$ cat src/logic/alu_ops_pkg.sv
// ----------------------------------------------------------
// Shared widths, encodings and payload structs for the ALU-ops
// configuration collector; referenced as alu_ops_pkg::name
// ----------------------------------------------------------
package alu_ops_pkg;

    // Memory packet layout
    localparam int MEM_DATA_W   = 32;
    localparam int MEM_OFFSET_W = 16;
    localparam int MEM_SHIFT_W  = 4;

    // Sequence window per engine, also the length of one setup run
    localparam int ENGINE_SEQ_WIDTH = 16;

    // ALU lane data fields
    localparam int NUM_FIELDS = 4;
    localparam int ALU_OP_W   = 3;

    // Routing IDs
    localparam int MODULE_ID_W = 2;
    localparam int ENGINE_ID_W = 2;
    localparam int CU_ID_W     = 2;
    localparam int BUNDLE_ID_W = 2;
    localparam int LANE_ID_W   = 2;
    localparam int BUFFER_ID_W = 3;

    // FIFO sizing
    localparam int FIFO_DEPTH  = 16;
    localparam int PROG_THRESH = 8;

    typedef enum logic [1:0] {
        STRUCT_INVALID      = 2'd0,
        STRUCT_CU_SETUP     = 2'd1,
        STRUCT_ENGINE_SETUP = 2'd2,
        STRUCT_OTHER        = 2'd3
    } buffer_kind_t;

    typedef enum logic [ALU_OP_W-1:0] {
        ALU_NOP = 3'd0,
        ALU_ADD = 3'd1,
        ALU_SUB = 3'd2,
        ALU_MUL = 3'd3,
        ALU_ACC = 3'd4,
        ALU_DIV = 3'd5,
        ALU_GT  = 3'd6,
        ALU_EQ  = 3'd7
    } alu_operation_t;

    typedef struct packed {
        buffer_kind_t            buffer;
        logic [MEM_OFFSET_W-1:0] offset;
        logic [MEM_SHIFT_W-1:0]  shift;
        logic [MEM_DATA_W-1:0]   data;
    } response_payload_t;

    typedef struct packed {
        alu_operation_t                     alu_operation;
        logic [NUM_FIELDS-1:0]              alu_mask;
        logic [NUM_FIELDS-1:0]              const_mask;
        logic [MEM_DATA_W-1:0]              const_value;
        logic [NUM_FIELDS*NUM_FIELDS-1:0]   ops_mask;
        logic [MODULE_ID_W-1:0]             to_module;
        logic [ENGINE_ID_W-1:0]             to_engine;
        logic [CU_ID_W-1:0]                 to_cu;
        logic [BUNDLE_ID_W-1:0]             to_bundle;
        logic [LANE_ID_W-1:0]               to_lane;
        logic [BUFFER_ID_W-1:0]             to_buffer;
    } alu_ops_config_t;

    // Sequence index of a packet, offset scaled down by its shift
    function automatic logic [MEM_OFFSET_W-1:0] seq_index(
        input logic [MEM_OFFSET_W-1:0] offset,
        input logic [MEM_SHIFT_W-1:0]  shift
    );
        return offset >> shift;
    endfunction

endpackage : alu_ops_pkg

$ cat src/logic/sync_fifo.sv
// ----------------------------------------------------------
// Single-clock FIFO for any packed payload type, with a
// programmable-full flag and a read valid one cycle after pop
// ----------------------------------------------------------
`timescale 1ns/10ps

module sync_fifo #(
    parameter type payload_t = logic [7:0],
    parameter int  DEPTH     = 16
) (
    input  logic     ap_clk,
    input  logic     areset_alu_ops_generator,
    input  logic     push,
    input  payload_t push_payload,
    input  logic     pop,
    output payload_t rd_payload,
    output logic     rd_valid,
    output logic     empty,
    output logic     prog_full
);

    localparam int PTR_W = $clog2(DEPTH);
    localparam int CNT_W = $clog2(DEPTH + 1);

    payload_t mem [DEPTH];

    logic [PTR_W-1:0] wr_ptr;
    logic [PTR_W-1:0] rd_ptr;
    logic [CNT_W-1:0] count;
    logic             wr_accept;
    logic             rd_accept;

    // Writes when full and reads when empty are dropped
    assign wr_accept = push & (count != CNT_W'(DEPTH));
    assign rd_accept = pop & (count != '0);

    assign empty     = (count == '0);
    assign prog_full = (count >= CNT_W'(alu_ops_pkg::PROG_THRESH));

    // ----------------------------------------------------------
    // Pointers, occupancy and read strobe
    // ----------------------------------------------------------
    always_ff @(posedge ap_clk) begin
        if (areset_alu_ops_generator) begin
            wr_ptr   <= '0;
            rd_ptr   <= '0;
            count    <= '0;
            rd_valid <= 1'b0;
        end else begin
            rd_valid <= rd_accept;
            if (wr_accept) begin
                wr_ptr <= (wr_ptr == PTR_W'(DEPTH - 1)) ? '0 : wr_ptr + 1'b1;
            end
            if (rd_accept) begin
                rd_ptr <= (rd_ptr == PTR_W'(DEPTH - 1)) ? '0 : rd_ptr + 1'b1;
            end
            case ({wr_accept, rd_accept})
                2'b10:   count <= count + 1'b1;
                2'b01:   count <= count - 1'b1;
                default: count <= count;
            endcase
        end
    end

    // Storage and read data
    always_ff @(posedge ap_clk) begin
        if (wr_accept) begin
            mem[wr_ptr] <= push_payload;
        end
        if (rd_accept) begin
            rd_payload <= mem[rd_ptr];
        end
    end

endmodule : sync_fifo

$ cat src/logic/config_response_filter.sv
// ----------------------------------------------------------
// Input stage: registers response packets and pushes only the
// setup words that fall in this engine's sequence window
// ----------------------------------------------------------
`timescale 1ns/10ps

module config_response_filter #(
    parameter int ID_RELATIVE = 0
) (
    input  logic                                  ap_clk,
    input  logic                                  areset_alu_ops_generator,
    input  logic                                  response_in_valid,
    input  alu_ops_pkg::buffer_kind_t             response_in_buffer,
    input  logic [alu_ops_pkg::MEM_OFFSET_W-1:0]  response_in_offset,
    input  logic [alu_ops_pkg::MEM_SHIFT_W-1:0]   response_in_shift,
    input  logic [alu_ops_pkg::MEM_DATA_W-1:0]    response_in_data,
    output logic                                  push,
    output alu_ops_pkg::response_payload_t        push_payload
);

    localparam int OFF_W = alu_ops_pkg::MEM_OFFSET_W;
    localparam logic [OFF_W-1:0] SEQ_MIN = OFF_W'(ID_RELATIVE * alu_ops_pkg::ENGINE_SEQ_WIDTH);
    localparam logic [OFF_W-1:0] SEQ_MAX = OFF_W'(SEQ_MIN + alu_ops_pkg::ENGINE_SEQ_WIDTH);

    logic                           valid_reg;
    alu_ops_pkg::response_payload_t packet_reg;
    logic [OFF_W-1:0]               seq_idx;
    logic                           is_setup;
    logic                           in_window;

    always_ff @(posedge ap_clk) begin
        if (areset_alu_ops_generator) begin
            valid_reg <= 1'b0;
        end else begin
            valid_reg <= response_in_valid;
        end
    end

    always_ff @(posedge ap_clk) begin
        packet_reg.buffer <= response_in_buffer;
        packet_reg.offset <= response_in_offset;
        packet_reg.shift  <= response_in_shift;
        packet_reg.data   <= response_in_data;
    end

    // Window check on the registered copy
    assign seq_idx   = alu_ops_pkg::seq_index(packet_reg.offset, packet_reg.shift);
    assign is_setup  = (packet_reg.buffer == alu_ops_pkg::STRUCT_CU_SETUP) |
                       (packet_reg.buffer == alu_ops_pkg::STRUCT_ENGINE_SETUP);
    assign in_window = (seq_idx >= SEQ_MIN) & (seq_idx < SEQ_MAX);

    assign push         = valid_reg & is_setup & in_window;
    assign push_payload = packet_reg;

endmodule : config_response_filter

$ cat src/logic/alu_ops_sequence_assembler.sv
// ----------------------------------------------------------
// Pops queued setup words, tracks a 16-word run and decodes the
// first six words into one ALU-ops configuration
// ----------------------------------------------------------
`timescale 1ns/10ps

module alu_ops_sequence_assembler #(
    parameter int ID_RELATIVE = 0
) (
    input  logic                           ap_clk,
    input  logic                           areset_alu_ops_generator,
    input  logic                           fifo_empty,
    input  logic                           fifo_rd_valid,
    input  alu_ops_pkg::response_payload_t fifo_rd_payload,
    input  logic                           response_drain_en,
    input  logic                           config_prog_full,
    output logic                           pop,
    output logic                           config_valid,
    output alu_ops_pkg::alu_ops_config_t   alu_config
);

    localparam int RUN_W = alu_ops_pkg::ENGINE_SEQ_WIDTH;
    localparam int OFF_W = alu_ops_pkg::MEM_OFFSET_W;
    localparam int NF    = alu_ops_pkg::NUM_FIELDS;
    localparam logic [OFF_W-1:0] SEQ_MIN = OFF_W'(ID_RELATIVE * RUN_W);

    // Bit offsets inside the routing words
    localparam int ENG_LSB = NF + alu_ops_pkg::MODULE_ID_W;
    localparam int BND_LSB = alu_ops_pkg::CU_ID_W;
    localparam int LAN_LSB = BND_LSB + alu_ops_pkg::BUNDLE_ID_W;
    localparam int BUF_LSB = LAN_LSB + alu_ops_pkg::LANE_ID_W;

    logic [RUN_W-1:0]               tracker;
    logic                           word_valid;
    alu_ops_pkg::response_payload_t word_reg;
    logic [OFF_W-1:0]               rd_seq_idx;
    logic                           last_word_seen;
    logic                           emit;

    assign rd_seq_idx = alu_ops_pkg::seq_index(fifo_rd_payload.offset, fifo_rd_payload.shift);

    // Sixteenth word arriving now, then the emit cycle after it
    assign last_word_seen = fifo_rd_valid & tracker[RUN_W-2];
    assign emit           = word_valid & tracker[RUN_W-1];

    assign pop = ~fifo_empty & response_drain_en & ~last_word_seen & ~emit & ~config_prog_full;

    // ----------------------------------------------------------
    // Run tracker
    // ----------------------------------------------------------
    always_ff @(posedge ap_clk) begin
        if (areset_alu_ops_generator) begin
            tracker      <= '0;
            word_valid   <= 1'b0;
            config_valid <= 1'b0;
        end else begin
            word_valid   <= fifo_rd_valid;
            config_valid <= emit;
            if (fifo_rd_valid) begin
                if ((rd_seq_idx == SEQ_MIN) && (tracker == '0)) begin
                    tracker <= RUN_W'(1);
                end else begin
                    // Empty tracker stays empty, stray words are dropped
                    tracker <= tracker << 1;
                end
            end else if (emit) begin
                tracker <= '0;
            end
        end
    end

    always_ff @(posedge ap_clk) begin
        word_reg <= fifo_rd_payload;
    end

    // ----------------------------------------------------------
    // Field decode by run position
    // ----------------------------------------------------------
    always_ff @(posedge ap_clk) begin
        if (word_valid) begin
            case (tracker)
                RUN_W'(1 << 0): begin
                    alu_config.alu_operation <=
                        alu_ops_pkg::alu_operation_t'(word_reg.data[alu_ops_pkg::ALU_OP_W-1:0]);
                end
                RUN_W'(1 << 1): begin
                    alu_config.alu_mask  <= word_reg.data[NF-1:0];
                    alu_config.to_module <= word_reg.data[NF +: alu_ops_pkg::MODULE_ID_W];
                    alu_config.to_engine <= word_reg.data[ENG_LSB +: alu_ops_pkg::ENGINE_ID_W];
                end
                RUN_W'(1 << 2): begin
                    alu_config.const_mask <= word_reg.data[NF-1:0];
                end
                RUN_W'(1 << 3): begin
                    alu_config.const_value <= word_reg.data;
                end
                RUN_W'(1 << 4): begin
                    alu_config.ops_mask <= word_reg.data[NF*NF-1:0];
                end
                RUN_W'(1 << 5): begin
                    alu_config.to_cu     <= word_reg.data[0 +: alu_ops_pkg::CU_ID_W];
                    alu_config.to_bundle <= word_reg.data[BND_LSB +: alu_ops_pkg::BUNDLE_ID_W];
                    alu_config.to_lane   <= word_reg.data[LAN_LSB +: alu_ops_pkg::LANE_ID_W];
                    alu_config.to_buffer <= word_reg.data[BUF_LSB +: alu_ops_pkg::BUFFER_ID_W];
                end
                // Words 6 to 15 carry nothing
                default: begin
                end
            endcase
        end
    end

endmodule : alu_ops_sequence_assembler

$ cat src/logic/engine_alu_ops_configure_memory.sv
// ----------------------------------------------------------
// ALU-ops configuration collector top: filter, response FIFO,
// sequence assembler and configuration FIFO in a chain
// ----------------------------------------------------------
`timescale 1ns/10ps

module engine_alu_ops_configure_memory #(
    parameter int ID_RELATIVE = 0
) (
    input  logic                                  ap_clk,
    input  logic                                  areset_alu_ops_generator,
    input  logic                                  response_in_valid,
    input  alu_ops_pkg::buffer_kind_t             response_in_buffer,
    input  logic [alu_ops_pkg::MEM_OFFSET_W-1:0]  response_in_offset,
    input  logic [alu_ops_pkg::MEM_SHIFT_W-1:0]   response_in_shift,
    input  logic [alu_ops_pkg::MEM_DATA_W-1:0]    response_in_data,
    input  logic                                  response_drain_en,
    input  logic                                  config_ready,
    output logic                                  config_out_valid,
    output alu_ops_pkg::alu_ops_config_t          config_out
);

    // ----------------------------------------------------------
    // Internal nets
    // ----------------------------------------------------------
    logic                           resp_push;
    alu_ops_pkg::response_payload_t resp_push_payload;
    logic                           resp_pop;
    alu_ops_pkg::response_payload_t resp_rd_payload;
    logic                           resp_rd_valid;
    logic                           resp_empty;

    logic                           cfg_push;
    alu_ops_pkg::alu_ops_config_t   cfg_push_payload;
    logic                           cfg_pop;
    logic                           cfg_empty;
    logic                           cfg_prog_full;

    config_response_filter #(
        .ID_RELATIVE(ID_RELATIVE)
    ) u_filter (
        .ap_clk                  (ap_clk),
        .areset_alu_ops_generator(areset_alu_ops_generator),
        .response_in_valid       (response_in_valid),
        .response_in_buffer      (response_in_buffer),
        .response_in_offset      (response_in_offset),
        .response_in_shift       (response_in_shift),
        .response_in_data        (response_in_data),
        .push                    (resp_push),
        .push_payload            (resp_push_payload)
    );

    sync_fifo #(
        .payload_t(alu_ops_pkg::response_payload_t),
        .DEPTH    (alu_ops_pkg::FIFO_DEPTH)
    ) u_response_fifo (
        .ap_clk                  (ap_clk),
        .areset_alu_ops_generator(areset_alu_ops_generator),
        .push                    (resp_push),
        .push_payload            (resp_push_payload),
        .pop                     (resp_pop),
        .rd_payload              (resp_rd_payload),
        .rd_valid                (resp_rd_valid),
        .empty                   (resp_empty),
        .prog_full               ()
    );

    alu_ops_sequence_assembler #(
        .ID_RELATIVE(ID_RELATIVE)
    ) u_assembler (
        .ap_clk                  (ap_clk),
        .areset_alu_ops_generator(areset_alu_ops_generator),
        .fifo_empty              (resp_empty),
        .fifo_rd_valid           (resp_rd_valid),
        .fifo_rd_payload         (resp_rd_payload),
        .response_drain_en       (response_drain_en),
        .config_prog_full        (cfg_prog_full),
        .pop                     (resp_pop),
        .config_valid            (cfg_push),
        .alu_config              (cfg_push_payload)
    );

    // Drain finished configurations while the consumer is ready
    assign cfg_pop = ~cfg_empty & config_ready;

    sync_fifo #(
        .payload_t(alu_ops_pkg::alu_ops_config_t),
        .DEPTH    (alu_ops_pkg::FIFO_DEPTH)
    ) u_config_fifo (
        .ap_clk                  (ap_clk),
        .areset_alu_ops_generator(areset_alu_ops_generator),
        .push                    (cfg_push),
        .push_payload            (cfg_push_payload),
        .pop                     (cfg_pop),
        .rd_payload              (config_out),
        .rd_valid                (config_out_valid),
        .empty                   (cfg_empty),
        .prog_full               (cfg_prog_full)
    );

endmodule : engine_alu_ops_configure_memory

$ cat config.mk
export PLATFORM = sky130hd
export DESIGN_NAME = engine_alu_ops_configure_memory
export DESIGN_NICKNAME = d
export VERILOG_FILES = /design/src/logic/alu_ops_pkg.sv /design/src/logic/sync_fifo.sv /design/src/logic/config_response_filter.sv /design/src/logic/alu_ops_sequence_assembler.sv /design/src/logic/engine_alu_ops_configure_memory.sv
export SDC_FILE = /design/constraint.sdc
export NUM_CORES = 2
export LEC_CHECK = 0
export BUFFER_PORTS_ARGS = -buffer_cell sky130_fd_sc_hd__buf_2
export CORE_MARGIN = 3
export CORE_UTILIZATION = 60
export DETAILED_ROUTE_END_ITERATION = 10
export PLACE_DENSITY = 0.77
export SETUP_SLACK_MARGIN = 0.1
export SLEW_MARGIN = 20
export SYNTH_ARGS = -nofsm -noshare
export SYNTH_HDL_FRONTEND = slang
export SYNTH_HIERARCHICAL = 1
export SYNTH_SLANG_ARGS = --single-unit
$ cat constraint.sdc
create_clock -name ap_clk -period 14.05 [get_ports ap_clk]
set_input_delay 0.7025 -clock ap_clk [delete_from_list [all_inputs] [get_ports ap_clk]]
set_output_delay 0.7025 -clock ap_clk [all_outputs]
set_load 0.1 [all_outputs]
==> flow_metrics.tcl <==
set metrics [dict create \
    clockBufferDepth 3 \
    path_clk_slew_ns 0.07 \
    die_h_um 381.3 \
    synth_nets 3735 \
    grt_antenna_before_repair 8 \
    setup_viol 0 \
    ctsHoldBuffers 50 \
    synth.avg_cell_area_um2 23.12 \
    fin_crit_sh 0.3258 \
    outcome "completed" \
    regMostFlops "u_config_fifo/mem" \
    wl_per_cell_um 31.45 \
    grt.total_usage 0.2653 \
    slowest_stage "nor2_4" \
    slowest_delay_ns 0.73 \
    hold_viol_final 0 \
    arrival_ns 5.02 \
    numCtsBuffers 214 \
    power_w 0.01329 \
    fin_util 0.6804 \
    cap_violations 0 \
    vias 39576 \
    drive_gt1_frac 0.2640 \
    firstDrtPassIters 7 \
    setup_ws_ns 9.473 \
    io_pins 132 \
    largestRegisters "u_config_fifo/mem (1152), u_response_fifo/mem (832)" \
    yosysWarnings 6 \
    coreArea_um2 139700 \
    path_cells "inv_2, a211oi_1, a31oi_1, nor4_1, o21a_1, nand2_1, nor2_4, buf_4" \
    grt_setup_unrepaired "false" \
    wl_um 189100 \
    h-tree-depth 4 \
    cts_sinks 2313 \
    grt_pass1_vias 41602 \
    area_growth_pct 12.47 \
    grt_start_max_net_pins 167 \
    max_slew_margin 0.2199 \
    drtAntennaViolNets 0 \
    cts_root_buf "clkbuf_16" \
    post-cts-setup-buffer-count 0 \
    synth_cells 3656 \
    required_ns 14.50 \
    slew_viol_final 0 \
    cts_resized 0 \
    pre_cts_ws_ns 9.314 \
    dieArea_um2 145400 \
    die_w_um 381.3 \
    path_class "reg2reg" \
    drc 0 \
    min_period_ns 4.577 \
    tritoncts "built" \
    worst_pin_slew_ns 1.170 \
    grt_pass1_wl_um 280300 \
    critPathLaunchType "flip-flop" \
    largest_reg_flops 1152 \
    clk_latency_ns 0.85 \
    setup_tns_ns 0 \
    crit_path_end_kind "flip-flop" \
    port_buffers 131 \
    via_per_inst 6.583 \
    worstPathMaxFanout 34 \
    drtIter0Drc 5090 \
    p_leak_nw 29.54 \
    fmax_mhz 218.5 \
    grt_overflow 0 \
    gp_congestion 0.7268 \
    syn_area_um2 84520 \
    final_nets 4027 \
    initial_core_util 0.6050 \
    power.density_nw_per_um2 139.8 \
    min-delay-path-class "in2reg" \
    irDropWorstVdd_mv 0.1111 \
    skew_ns 0.05657 \
    hpwl_um 87420 \
    rows 137 \
]
-- per-layer routing --
layer  vias to the layer above  wire length [um]  GRT usage
met1                     20660             68950     0.3651
met2                      2479             95550     0.4349
met5                         -                 0          0
li1                      16017                 -          -
met3                       420             18690    0.04997
met4                         0              5907    0.09281
-- report_power, final --
group / switching [W] / internal (W)
sequential: 0.0000345 / 0.00747
combinational: 0.0000177 / 0.0000209
clock: 0.00252 / 0.00322
total: 0.00257 / 0.0107
-- final timing paths --
check | startpoint | endpoint | slack [ns] | cells past startpoint
max | u_filter/push_payload[32] | u_response_fifo/mem[6][16] | 9.47 | 8
min | response_in_data[2] | u_filter/push_payload[2] | 0.06 | 1
max reg2reg | u_filter/push_payload[32] | u_response_fifo/mem[6][16] | 9.47 | 8
min reg2reg | u_response_fifo/rd_payload[25] | u_assembler/word_reg[25] | 0.34 | 0
-- layout make-up --
| class | instances | area, um^2 |
|---|---|---|
| repair buffers | 262 | 1809 |
| multi-input cells | 1139 | 15660 |
| flip-flops and latches | 2313 | 68140 |
| fillers | 8137 | 44650 |
| well taps | 1876 | 2347 |
| diodes | 3 | 7.507 |
| clock inverters | 121 | 1254 |
| clock buffers | 280 | 5767 |
| inverters | 18 | 67.56 |
-- metrics by stage --
step                std cells  cell area [um^2]  hold WS (ns)
global placement         5556             87470        0.3247
global route             6009             95040       0.02158
finish                   6012             95050       0.05555
floorplan                3656             84520        0.3233
CTS                      6007             94990       0.01087
detailed placement       5556             87470        0.3303
-- critical path, delay by kind of cell, from the launching register on --
kind	cells	cell delay, ns
and+or+nand+nor	3	1.70
DFF	1	0.68
AOI/OAI and AO/OA	3	0.91
buffers and inverters	2	0.83
-- layout by cell type, fill, tap and decap left out, drive strengths merged, types with 9 or more instances in the layout --
master,instances
nor3,11
buf,212
mux2i,11
ha,18
nor2,71
a22oi,248
nand2,141
inv,22
xor2,9
nor2b,13
bufinv,17
a21oi,17
edfxtp,2180
clkbuf,280
mux4,496
dlygate4sd3,50
nand2b,9
a22o,15
clkinv,96
dfxtp,133
No activity file was read; power rests on OpenSTA's default activity.
